<file path="src/source/avr_core_cfg.svh">
/*
 * avr core configuration
 * Widths, memory depths and I/O register addresses shared by the core.
 */
`ifndef AVR_CORE_CFG_SVH
`define AVR_CORE_CFG_SVH

`define AVR_DATA_W   8
`define AVR_INSTR_W  16
`define AVR_PC_W     10
`define AVR_DMEM_AW  7
`define AVR_IO_AW    6
`define AVR_REG_AW   5

// low I/O space, one word each
`define AVR_IO_DDRA  6'h01
`define AVR_IO_PORTA 6'h02
`define AVR_IO_PINB  6'h03
`define AVR_IO_TCCR0 6'h24
`define AVR_IO_TCNT0 6'h26
`define AVR_IO_OCR0A 6'h27
`define AVR_IO_OCR0B 6'h28

`endif

</file>
<file path="src/source/register_file.sv">
/*
 * register_file
 * 32 x 8 general registers, two combinational reads, one write port.
 */
`include "avr_core_cfg.svh"

module register_file (
    input  logic                   osc_clk,
    input  logic [`AVR_REG_AW-1:0] rr_addr,
    input  logic [`AVR_REG_AW-1:0] rd_addr,
    output logic [`AVR_DATA_W-1:0] rr_data,
    output logic [`AVR_DATA_W-1:0] rd_data,
    input  logic                   we,
    input  logic [`AVR_REG_AW-1:0] waddr,
    input  logic [`AVR_DATA_W-1:0] wdata,
    output logic [`AVR_DATA_W-1:0] z_ptr
);

    logic [`AVR_DATA_W-1:0] regs [0:(1 << `AVR_REG_AW)-1];

    assign rr_data = regs[rr_addr];
    assign rd_data = regs[rd_addr];
    assign z_ptr   = regs[30];   // low byte of Z

    always_ff @(posedge osc_clk) begin
        if (we)
            regs[waddr] <= wdata;
    end

endmodule

</file>
<file path="config.mk">
export PLATFORM = sky130hd
export DESIGN_NAME = register_file
export DESIGN_NICKNAME = d
export VERILOG_FILES = /design/src/source/register_file.sv
export VERILOG_INCLUDE_DIRS = /design/src /design/src/source
export SDC_FILE = /design/constraint.sdc
export NUM_CORES = 1
export LEC_CHECK = 0
export ABC_AREA = 1
export BUFFER_PORTS_ARGS = -buffer_cell sky130_fd_sc_hd__clkbuf_2
export CORE_AREA = 2 2 176 178
export CTS_BUF_LIST = sky130_fd_sc_hd__clkbuf_4 sky130_fd_sc_hd__clkbuf_8
export CTS_CLUSTER_SIZE = 30
export DETAILED_ROUTE_END_ITERATION = 12
export DIE_AREA = 0 0 178 180
export HOLD_SLACK_MARGIN = 0.03
export PLACE_DENSITY = 0.62
export SLEW_MARGIN = 5
export SYNTH_ARGS = -nofsm -noshare
export SYNTH_HDL_FRONTEND = slang
export SYNTH_SLANG_ARGS = --single-unit
</file>
<file path="constraint.sdc">
create_clock -name osc_clk -period 1.3 [get_ports osc_clk]
set_input_delay 0.065 -clock osc_clk [delete_from_list [all_inputs] [get_ports osc_clk]]
set_output_delay 0.065 -clock osc_clk [all_outputs]
set_load 0.05 [all_outputs]
</file>
==> load_flow_metrics.sql, run 1 <==
INSERT INTO impl_metrics (metric_group, metric, value, unit) VALUES
('synthesis', 'synthesis.instances', '1523', ''),
('synthesis', 'synth_cell_type_count', '11', ''),
('outcome', 'failed_checks', 'setup timing', ''),
('cts', 'clkSinkCount', '256', ''),
('hold_path', 'min_path_cells', '5', ''),
('power_and_ir_drop', 'pwr_cell_area', '1230', 'nW/um^2'),
('sta', 'timing.max_slew.rel_slack', '0.722', ''),
('hold_path', 'hold_crit_start', 'waddr[4]', ''),
('power_and_ir_drop', 'vdd.ir_drop.worst', '1.09', 'mV'),
('die', 'core-area', '30200', 'sq um'),
('flow_run', 'max_cap_viol_count', '0', ''),
('power_and_ir_drop', 'seq_power_share', '0.443', ''),
('global_route', 'grt.total_usage', '0.273', ''),
('global_route', 'grt.overflow.total', '0', ''),
('routing', 'first_pass_iters', '5', ''),
('final_layout', 'layout_commonest_cell', 'sky130_fd_sc_hd__nand2_1', ''),
('placed_design', 'detailedPlacementHpwl', '27.9', 'mm'),
('sta', 'fin_crit_sh', '1.44', ''),
('sta', 'number_of_endpoints_failing_setup_at_the_final_stage', '20', ''),
('final_layout', 'largest_register_ff_count', '256', ''),
('setup_path', 'critPathRequiredTime', '1.24', 'ns'),
('placed_design', 'gp_congestion', '0.919', ''),
('sta', 'grt_setup_unrepaired', 'yes', ''),
('routing', 'first_iter_violations', '1705', ''),
('routing', 'post_drt_wl_per_cell', '21.1', 'microns'),
('outcome', 'outcome', 'finished, violations left', ''),
('cts', 'cts_max_level', '2', ''),
('sta', 'fin_crit', '1.87', 'ns'),
('final_layout', 'post-route-cell-area', '17000', 'sq um'),
('synthesis', 'yosys_register_bits', '256', ''),
('hold_path', 'hold-path-endpoint', 'regs[13][5]', ''),
('sta', 'upper_clock_frequency_limit', '0.535', 'GHz'),
('cts', 'clock-root-buffer', 'sky130_fd_sc_hd__clkbuf_8', ''),
('power_and_ir_drop', 'p_leak', '0.00695', 'uW'),
('routing', 'drt-total-wl', '44.0', 'mm'),
('synthesis', 'synth-seq-area-share', '0.576', ''),
('die', 'initial_utilization', '0.442', ''),
('sta', 'layout_setup_ws', '-0.570', 'ns'),
('final_layout', 'layout.area.seq', '7690', 'sq um'),
('die', 'num_io_pins', '49', ''),
('die', 'floorplan.die_area', '32000', 'sq um'),
('sta', 'hold_slack', '0.213', 'ns'),
('placed_design', 'portBuffers', '48', ''),
('sta', 'final_number_of_max_transition_violations', '0', ''),
('synthesis', 'synth_nets', '1548', ''),
('final_layout', 'leading_cell_types_in_the_layout_fill_and_taps_excluded', 'sky130_fd_sc_hd__nand2_1 (598), sky130_fd_sc_hd__nand3_1 (305), sky130_fd_sc_hd__edfxtp_1 (256)', ''),
('routing', 'post-route-drc-count', '0', ''),
('power_and_ir_drop', 'net-switching-power', '5490', 'uW'),
('final_layout', 'n_antenna_cell', '0', ''),
('final_layout', 'area_growth_from_synthesis_to_layout', '27.4', '%'),
('placed_design', 'placement.cell_area', '15000', 'sq um'),
('cts', 'tritoncts.num_buffers', '46', ''),
('die', 'rows', '64', ''),
('final_layout', 'largest-register', 'regs', ''),
('cts', 'tritoncts', 'done', ''),
('global_route', 'grt_pass1_wl', '65.7', 'mm'),
('power_and_ir_drop', 'p_int', '15300', 'uW'),
('synthesis', 'post_synth_instance_area', '13300', 'sq um'),
('sta', 'tightest_slew', '0.416', 'ns'),
('sta', 'hold_violations', '0', ''),
('power_and_ir_drop', 'netSwitchingFraction', '0.263', ''),
('routing', 'detailroute.via_count', '11900', ''),
('setup_path', 'worst_setup_ep_type', 'output port', ''),
('die', 'dieWidth', '178', 'microns'),
('final_layout', 'largest_registers', 'regs: 256 flops', ''),
('setup_path', 'worstSetupPathType', 'reg2out', ''),
('die', 'chipHeight', '180', 'microns'),
('final_layout', 'finish.net_count', '1680', ''),
('setup_path', 'cp_data_arrival_time', '1.80', 'ns'),
('final_layout', 'drive_gt1_frac', '0.276', ''),
('synthesis', 'postSynthAreaPerCell', '8.76', 'sq um');
-- routing by layer --
metal,up-vias,track usage,share of wire
met5,-,0,0
met4,0,0.0954,0.035
met3,121,0.0463,0.093
met2,699,0.435,0.47
met1,5676,0.376,0.40
li1,5412,-,-
-- power groups by stage --
stage	combinational [uW]	clock (uW)	sequential, uW
floorplan	1610	0	9400
global placement	2830	0	9400
detailed placement	2850	0	9400
CTS	3020	8530	9230
global route	3370	8900	9240
finish	3170	8420	9240
-- cells by family (layout without fill, tap and decap cells) --
group	count (synthesis)	in the layout	share of synthesized area
AND/OR/NAND/NOR	1148	1148	0.360
flip-flops	256	256	0.576
buffers and inverters	119	287	0.0636
-- worst max-delay path, stage by stage, from the launching register on --
cell and delay [ns]:
sky130_fd_sc_hd__edfxtp_1 0.46, sky130_fd_sc_hd__nand2_1 0.11, sky130_fd_sc_hd__nand3_1 0.10, sky130_fd_sc_hd__nand3_2 0.08, sky130_fd_sc_hd__nand2_2 0.08, sky130_fd_sc_hd__nand2_1 0.06
sky130_fd_sc_hd__nand2_1 0.06, sky130_fd_sc_hd__nand2_2 0.08, sky130_fd_sc_hd__nand2_4 0.07, sky130_fd_sc_hd__buf_12 0.14
-- through the flow --
step | total power, uW | utilization | setup slack, ns | setup TNS, ns | instances
6_report | 20800 | 0.563 | -0.570 | -9.27 | 2087
4_1_cts | 20800 | 0.552 | -0.578 | -9.32 | 2085
3_5_place_dp | 12300 | 0.498 | -0.248 | -3.06 | 1990
5_1_grt | 21500 | 0.563 | -0.629 | -10.48 | 2087
3_3_place_gp | 12200 | 0.498 | -0.221 | -2.90 | 1990
2_1_floorplan | 11000 | - | -0.0170 | -0.144 | 1523
-- final cells by class --
class                      instances  area share
sequential                       256       0.452
multi-input combinational       1148       0.333
timing repair buffer             188       0.123
clock buffer                      56      0.0420
tap                              396      0.0291
clock inverter                    28      0.0177
inverter                          15     0.00361
-- Yosys cell counts --
cell type | n | share of area
sky130_fd_sc_hd__buf_1 | 6 | 0.0017
sky130_fd_sc_hd__buf_2 | 27 | 0.010
sky130_fd_sc_hd__buf_4 | 14 | 0.0079
sky130_fd_sc_hd__buf_6 | 42 | 0.035
sky130_fd_sc_hd__clkbuf_1 | 15 | 0.0042
sky130_fd_sc_hd__edfxtp_1 | 256 | 0.58
sky130_fd_sc_hd__inv_1 | 11 | 0.0031
sky130_fd_sc_hd__inv_2 | 4 | 0.0011
sky130_fd_sc_hd__nand2_1 | 720 | 0.20
sky130_fd_sc_hd__nand3_1 | 396 | 0.15
sky130_fd_sc_hd__nor2_1 | 32 | 0.0090
-- how the worst max path moves through the flow --
stage                            end  slack [ns]  depth (start not counted)
after global routing      rd_data[4]       -0.63                          9
after floorplan           rd_data[1]       -0.02                          8
final                     rd_data[4]       -0.57                          9
after CTS                 rd_data[6]       -0.58                          9
after global placement    rd_data[4]       -0.22                         12
after detailed placement  rd_data[6]       -0.25                         12
-- what timing repair did --
action / in CTS / in global routing
hold buffers: 8 / 0
resized for setup: 132 / 91
hold endpoints to repair: 256 / 0
gates cloned: 0 / 0
pin swaps: 63 / 88
setup endpoints to repair: 24 / 22
setup buffers: 4 / 4
Power figures use the tool's default switching activity.
==> run 2: changes to the inputs <==
- TNS_END_PERCENT: unset -> 5
- clock period: 1.3 -> 1.8 ns (I/O delays scaled with it)
==> run 2 against run 1 <==
The flow still finishes with violations (setup timing). Power fell by 34%. Clock power fell by 39%. Cell count fell by 3.2%. Critical path type unchanged. Hold slack got worse by 0.13 ns. Sequential share of layout area rose by 4.1 points. Via count fell by 2.9%. Cell area fell by 8.3%.
==> load_flow_metrics.sql, run 2 (synthesis results as in run 1) <==
INSERT INTO impl_metrics (metric_group, metric, value, unit) VALUES
('sta', 'fin_crit_sh', '1.07', ''),
('flow_run', 'max_cap_viol_count', '0', ''),
('sta', 'tightest_slew', '0.821', 'ns'),
('sta', 'upper_clock_frequency_limit', '0.520', 'GHz'),
('cts', 'worst_path_clk_slew', '0.06', 'ns'),
('sta', 'timing.max_slew.rel_slack', '0.453', ''),
('sta', 'final_number_of_max_transition_violations', '0', ''),
('routing', 'drt-total-wl', '42.9', 'mm'),
('die', 'floorplan.die_area', '32000', 'sq um'),
('routing', 'antenna_violation_net_count_after_detailed_routing', '0', ''),
('die', 'dieWidth', '178', 'microns'),
('die', 'core-area', '30200', 'sq um'),
('sta', 'layout_setup_ws', '-0.125', 'ns'),
('final_layout', 'finish.net_count', '1616', ''),
('final_layout', 'layout_commonest_cell', 'sky130_fd_sc_hd__nand2_1', ''),
('outcome', 'outcome', 'finished, violations left', ''),
('routing', 'first_pass_iters', '7', ''),
('power_and_ir_drop', 'p_leak', '0.00632', 'uW'),
('cts', 'ctsHoldBuffers', '0', ''),
('setup_path', 'worstSetupPathType', 'reg2out', ''),
('sta', 'number_of_endpoints_failing_setup_at_the_final_stage', '16', ''),
('cts', 'tritoncts', 'done', ''),
('cts', 'clkSinkCount', '256', ''),
('setup_path', 'cp_data_arrival_time', '1.83', 'ns'),
('routing', 'detail_route.vias_per_cell', '5.72', ''),
('sta', 'fin_crit', '1.92', 'ns'),
('final_layout', 'area_growth_from_synthesis_to_layout', '16.9', '%'),
('global_route', 'grt.overflow.total', '0', ''),
('cts', 'cts_max_level', '2', ''),
('final_layout', 'post-route-cell-area', '15600', 'sq um'),
('final_layout', 'n_antenna_cell', '0', ''),
('die', 'initial_utilization', '0.442', ''),
('routing', 'first_iter_violations', '1301', ''),
('die', 'chipHeight', '180', 'microns'),
('die', 'num_io_pins', '49', ''),
('placed_design', 'detailedPlacementHpwl', '26.1', 'mm'),
('power_and_ir_drop', 'vdd.ir_drop.worst', '0.505', 'mV'),
('global_route', 'grt_max_degree', '66', ''),
('global_route', 'grt_pass1_wl', '65.5', 'mm'),
('routing', 'detailroute.via_count', '11600', ''),
('placed_design', 'portBuffers', '48', ''),
('placed_design', 'total_instance_count_after_detailed_placement', '1936', ''),
('setup_path', 'crit_path_max_fanout', '2', ''),
('hold_path', 'min_path_type', 'in2reg', ''),
('global_route', 'antenna_found_initial', '0', ''),
('cts', 'clock_path_buffers', '3', ''),
('routing', 'post_drt_wl_per_cell', '21.2', 'microns'),
('power_and_ir_drop', 'pwr_cell_area', '884', 'nW/um^2'),
('sta', 'hold_violations', '0', ''),
('hold_path', 'min_path_cells', '2', ''),
('sta', 'hold_slack', '0.0836', 'ns'),
('routing', 'post-route-drc-count', '0', ''),
('setup_path', 'critPathRequiredTime', '1.71', 'ns'),
('final_layout', 'largest_register_ff_count', '256', ''),
('placed_design', 'gp_congestion', '0.867', ''),
('cts', 'clock-root-buffer', 'sky130_fd_sc_hd__clkbuf_8', ''),
('cts', 'tritoncts.num_buffers', '43', ''),
('sta', 'grt_setup_unrepaired', 'yes', ''),
('outcome', 'failed_checks', 'setup timing', ''),
('final_layout', 'leading_cell_types_in_the_layout_fill_and_taps_excluded', 'sky130_fd_sc_hd__nand2_1 (658), sky130_fd_sc_hd__nand3_1 (352), sky130_fd_sc_hd__edfxtp_1 (256)', ''),
('final_layout', 'drive_gt1_frac', '0.185', ''),
('sta', 'finalSetupTns', '-1.49', 'ns'),
('hold_path', 'hold_crit_start', 'wdata[6]', ''),
('final_layout', 'largest-register', 'regs', ''),
('global_route', 'grt.total_usage', '0.271', ''),
('placed_design', 'placement.cell_area', '14300', 'sq um'),
('final_layout', 'layoutNonFillerInstCount', '2021', ''),
('final_layout', 'largest_registers', 'regs: 256 flops', ''),
('hold_path', 'hold-path-endpoint', 'regs[20][6]', ''),
('die', 'rows', '64', ''),
('setup_path', 'worst_setup_ep_type', 'output port', ''),
('global_route', 'first_global_vias', '11100', ''),
('setup_path', 'worstSetupStartpointType', 'flop', '');
## run 2: cell count changes in the layout (fill, tap and decap cells not counted), sizes merged, moves of 4 or more
cell         before  now
buf             152   97
dlygate4sd3       8    0
bufinv            7    2
clkbuf           84   80
clkinv           20   24
## run 2: timing repair
item / 4_1_cts / 5_1_grt
endpoints found under the setup margin: 16 / 16
hold endpoints to repair: 0 / 0
resized for setup: 67 / 41
pin swaps: 41 / 31
setup buffers: 5 / 1
## run 2: worst max-delay path: stages (launching register included)
cell and delay (ns):
sky130_fd_sc_hd__edfxtp_1 0.44, sky130_fd_sc_hd__nand2_1 0.11, sky130_fd_sc_hd__nand3_1 0.09, sky130_fd_sc_hd__nand3_1 0.10, sky130_fd_sc_hd__nand2_1 0.07, sky130_fd_sc_hd__nand2_2 0.08, sky130_fd_sc_hd__nand2_1 0.05, sky130_fd_sc_hd__nand2_1 0.06
sky130_fd_sc_hd__nand2_2 0.09, sky130_fd_sc_hd__buf_12 0.16
## run 2: cell type report
| cell class | instances | area [sq um] |
|---|---|---|
| clock buffers | 50 | 651 |
| clock inverters | 29 | 184 |
| fillers | 2719 | 14600 |
| inverters | 15 | 61.3 |
| multi-input cells | 1148 | 5180 |
| flip-flops and latches | 256 | 7690 |
| well taps | 396 | 495 |
| repair buffers | 127 | 1330 |
## run 2: worst max path at each step
stage | depth (start not counted) | start | slack (ns) | end
after global routing | 9 | regs[23][5] | -0.20 | rr_data[5]
after global placement | 11 | rd_addr[0] | 0.15 | rd_data[0]
after CTS | 9 | regs[30][1] | -0.11 | rd_data[1]
after detailed placement | 11 | rr_addr[0] | 0.12 | rr_data[3]
after floorplan | 8 | regs[30][1] | 0.29 | rd_data[1]
final | 9 | regs[23][5] | -0.12 | rr_data[5]
## run 2: routing by layer
| metal | wire length, microns | vias up | global-route usage |
|---|---|---|---|
| li1 | - | 5281 | - |
| met1 | 17400 | 5511 | 0.380 |
| met2 | 19800 | 668 | 0.419 |
| met3 | 4470 | 97 | 0.0514 |
| met4 | 1280 | 0 | 0.101 |
| met5 | 0 | - | 0 |
## run 2: where the power goes
part	switching [uW]	internal [uW]	total, uW
combinational	1360	651	2010
sequential	33.9	6640	6670
clock	2400	2710	5110
## run 2: per-stage QoR
step                setup WS (ns)  total power (uW)  utilization
floorplan                   0.292              7900            -
global placement            0.152              8660        0.475
detailed placement          0.117              8670        0.475
CTS                        -0.112             13800        0.511
global route               -0.196             14200        0.517
finish                     -0.125             13800        0.517
==> run 3: changes to the inputs <==
- ABC_AREA: 1 -> 0
- CORE_AREA: 2 2 176 178 -> 2 2 166 168
- DIE_AREA: 0 0 178 180 -> 0 0 168 170
- PLACE_DENSITY: 0.62 -> 0.63
- clock period: 1.8 -> 2.37 ns (I/O delays scaled with it)
==> run 3 against run 2 <==
Non-clock buffer count down 21. Count of clock-buffer cells in the layout up 9. Combinational power down 44%. The flow still finishes with violations (setup timing). First-iteration DRC count down 49%. Clock power down 25%. Cell count down 50%. Sequential power down 24%. Area after synthesis down 11%. Hold slack better by 0.050 ns. Power down 27%. Core utilization up 0.91 points. Die area down 11%.
==> load_flow_metrics.sql, run 3 <==
INSERT INTO impl_metrics (metric_group, metric, value, unit) VALUES
('outcome', 'outcome', 'finished, violations left', ''),
('outcome', 'failed_checks', 'setup timing', ''),
('setup_path', 'cp.depth', '4', ''),
('power_and_ir_drop', 'p_int', '7680', 'uW'),
('setup_path', 'worst_path_max_delay_cell', 'sky130_fd_sc_hd__mux4_2', ''),
('final_layout', 'finish.net_count', '654', ''),
('placed_design', 'detailedPlacementHpwl', '20.1', 'mm'),
('synthesis', 'yosys_register_bits', '256', ''),
('setup_path', 'worst_setup_ep_type', 'output port', ''),
('cts', 'clkSinkCount', '256', ''),
('sta', 'finalSetupTns', '-3.02', 'ns'),
('final_layout', 'leading_cell_types_in_the_layout_fill_and_taps_excluded', 'sky130_fd_sc_hd__edfxtp_1 (256), sky130_fd_sc_hd__mux4_2 (160), sky130_fd_sc_hd__buf_4 (50)', ''),
('final_layout', 'post-route-cell-area', '14000', 'sq um'),
('synthesis', 'synth_warnings', '0', ''),
('placed_design', 'gp_congestion', '0.795', ''),
('final_layout', 'utilization', '0.526', ''),
('global_route', 'grt.overflow.total', '0', ''),
('setup_path', 'slowest_delay', '0.54', 'ns'),
('hold_path', 'min_path_cells', '3', ''),
('sta', 'number_of_endpoints_failing_setup_at_the_final_stage', '16', ''),
('global_route', 'antenna_found_initial', '0', ''),
('routing', 'drt-total-wl', '30.3', 'mm'),
('power_and_ir_drop', 'power.share.combinational', '0.113', ''),
('synthesis', 'synthesis.instances', '516', ''),
('die', 'initial_utilization', '0.446', ''),
('setup_path', 'worstSetupStartpointType', 'flop', ''),
('synthesis', 'synth.area.top_cells', 'sky130_fd_sc_hd__edfxtp_1 (65%), sky130_fd_sc_hd__mux4_2 (30%), sky130_fd_sc_hd__mux2_2 (1.5%), sky130_fd_sc_hd__nor2_1 (1.0%), sky130_fd_sc_hd__buf_4 (0.76%)', ''),
('synthesis', 'synth_top_cell_area_share', '0.647', ''),
('die', 'floorplan.die_area', '28600', 'sq um'),
('sta', 'fin_crit_sh', '1.11', ''),
('synthesis', 'synthMostInstantiatedCell', 'sky130_fd_sc_hd__edfxtp_1', ''),
('routing', 'first_pass_iters', '5', ''),
('power_and_ir_drop', 'seq_power_share', '0.506', ''),
('sta', 'fin_crit', '2.63', 'ns'),
('cts', 'cts_max_level', '2', ''),
('placed_design', 'portBuffers', '48', ''),
('setup_path', 'critical-path-top-cell-by-count', 'sky130_fd_sc_hd__mux4_2', ''),
('setup_path', 'cp_data_arrival_time', '2.51', 'ns'),
('final_layout', 'n_antenna_cell', '0', ''),
('final_layout', 'largest_registers', 'regs: 256 flops', ''),
('cts', 'clock_path_buffers', '3', ''),
('cts', 'clock-root-buffer', 'sky130_fd_sc_hd__clkbuf_8', ''),
('synthesis', 'dominantRegCellSynth', 'sky130_fd_sc_hd__edfxtp_1', ''),
('power_and_ir_drop', 'pwr_cell_area', '715', 'nW/um^2'),
('routing', 'post_drt_wl_per_cell', '30.2', 'microns'),
('synthesis', 'synthDominantAreaCellType', 'sky130_fd_sc_hd__edfxtp_1', ''),
('die', 'dieWidth', '168', 'microns'),
('flow_run', 'max_cap_viol_count', '0', ''),
('synthesis', 'ffs_w_async_s_r_synth', '0', ''),
('cts', 'tritoncts', 'done', ''),
('placed_design', 'placement.cell_area', '12900', 'sq um'),
('routing', 'antenna_violation_net_count_after_detailed_routing', '0', ''),
('global_route', 'first_global_vias', '6704', ''),
('final_layout', 'fill_cell_instance_count_of_the_final_layout', '2065', ''),
('synthesis', 'synth-seq-area-share', '0.647', ''),
('synthesis', 'synth_cell_type_count', '14', ''),
('setup_path', 'worst_path_cell_trace', 'mux4_2, mux4_2, mux2_4, clkbuf_16', ''),
('routing', 'detail_route.vias_per_cell', '6.30', ''),
('synthesis', 'post_synth_instance_area', '11900', 'sq um'),
('final_layout', 'largest_register_ff_count', '256', ''),
('routing', 'detailroute.via_count', '6315', ''),
('power_and_ir_drop', 'netSwitchingFraction', '0.233', ''),
('synthesis', 'synth_nets', '541', ''),
('die', 'chipHeight', '170', 'microns'),
('cts', 'ctsHoldBuffers', '0', ''),
('cts', 'tritoncts.num_buffers', '44', ''),
('power_and_ir_drop', 'fin_total_pwr', '10000', 'uW'),
('die', 'core-area', '26700', 'sq um'),
('power_and_ir_drop', 'p_leak', '0.00456', 'uW'),
('power_and_ir_drop', 'net-switching-power', '2340', 'uW'),
('sta', 'layout_setup_ws', '-0.258', 'ns'),
('final_layout', 'layout.area.seq', '7690', 'sq um'),
('synthesis', 'number_of_enable_type_register_cells_in_the_synthesized_netlist', '256', ''),
('sta', 'grt_setup_unrepaired', 'yes', ''),
('setup_path', 'critPathRequiredTime', '2.25', 'ns'),
('synthesis', 'synthTopCellsByCount', 'sky130_fd_sc_hd__edfxtp_1 (256), sky130_fd_sc_hd__mux4_2 (160), sky130_fd_sc_hd__nor2_1 (33), sky130_fd_sc_hd__buf_1 (17), sky130_fd_sc_hd__mux2_2 (16)', ''),
('hold_path', 'min_path_type', 'in2reg', ''),
('sta', 'hold_violations', '0', ''),
('setup_path', 'worstSetupPathType', 'reg2out', ''),
('global_route', 'grt.total_usage', '0.219', ''),
('routing', 'first_iter_violations', '663', ''),
('sta', 'upper_clock_frequency_limit', '0.380', 'GHz'),
('sta', 'timing.max_slew.rel_slack', '0.586', ''),
('synthesis', 'postSynthAreaPerCell', '23.0', 'sq um'),
('final_layout', 'multiInputGateArea', '4040', 'sq um'),
('die', 'num_io_pins', '49', ''),
('cts', 'worst_path_clk_slew', '0.05', 'ns'),
('power_and_ir_drop', 'vdd.ir_drop.worst', '0.369', 'mV'),
('setup_path', 'worstPathBufferInverterCount', '1', ''),
('sta', 'tightest_slew', '0.621', 'ns'),
('routing', 'post-route-drc-count', '0', ''),
('final_layout', 'largest-register', 'regs', ''),
('global_route', 'grt_max_degree', '41', ''),
('power_and_ir_drop', 'power.share.clock', '0.381', ''),
('setup_path', 'crit_path_max_fanout', '3', ''),
('final_layout', 'drive_gt1_frac', '0.533', ''),
('setup_path', 'path_delay_family', 'multiplexers', ''),
('global_route', 'grt_pass1_wl', '44.2', 'mm'),
('final_layout', 'area_growth_from_synthesis_to_layout', '17.9', '%'),
('final_layout', 'layout_commonest_cell', 'sky130_fd_sc_hd__edfxtp_1', ''),
('sta', 'final_number_of_max_transition_violations', '0', ''),
('die', 'rows', '60', '');
## run 3: metrics by stage
stage	cells	setup WS, ns	hold slack (ns)
2_1_floorplan	516	0.290	0.217
3_3_place_gp	917	0.0853	0.657
3_5_place_dp	917	0.0567	0.671
4_1_cts	1003	-0.304	0.0930
5_1_grt	1003	-0.310	0.140
6_report	1003	-0.258	0.133
## run 3: worst paths after layout
check                endpoint         from  slack [ns]
setup / recovery   rr_data[0]  regs[30][0]       -0.26
hold / removal    regs[10][5]     waddr[2]        0.13
## run 3: layout make-up
cell class	count	share of cell area
repair buffers	106	0.0724
clock buffers	59	0.0513
clock inverters	20	0.00884
multi-input cells	221	0.288
flip-flops and latches	256	0.549
well taps	341	0.0305
## run 3: power by group through the flow
stage          registers, uW  clock network, uW  logic, uW
2_1_floorplan           5150                  0        673
3_3_place_gp            5160                  0        991
3_5_place_dp            5160                  0       1000
4_1_cts                 5070               3910       1110
5_1_grt                 5070               4080       1180
6_report                5070               3820       1130
## run 3: kinds of logic (layout without fill, tap and decap cells)
| family | after synthesis | after routing | share of synthesized area |
|---|---|---|---|
| AND/OR/NAND/NOR | 45 | 45 | 0.0175 |
| buffers and inverters | 39 | 185 | 0.0176 |
| multiplexers | 176 | 176 | 0.318 |
| flip-flops | 256 | 256 | 0.647 |
## run 3: timing repair
action,4_1_cts,5_1_grt
gates resized for setup,45,15
endpoints found under the setup margin,16,16
setup buffers,7,0
cloned,0,0
endpoints found under the hold margin,0,0
## run 3: per-layer routing
layer  track usage  routed length, microns  vias to the layer above
met5             0                       0                        -
li1              -                       -                     2538
met3        0.0372                    2140                       61
met1         0.296                   12200                     3398
met4        0.0760                     916                        0
met2         0.363                   15100                      318
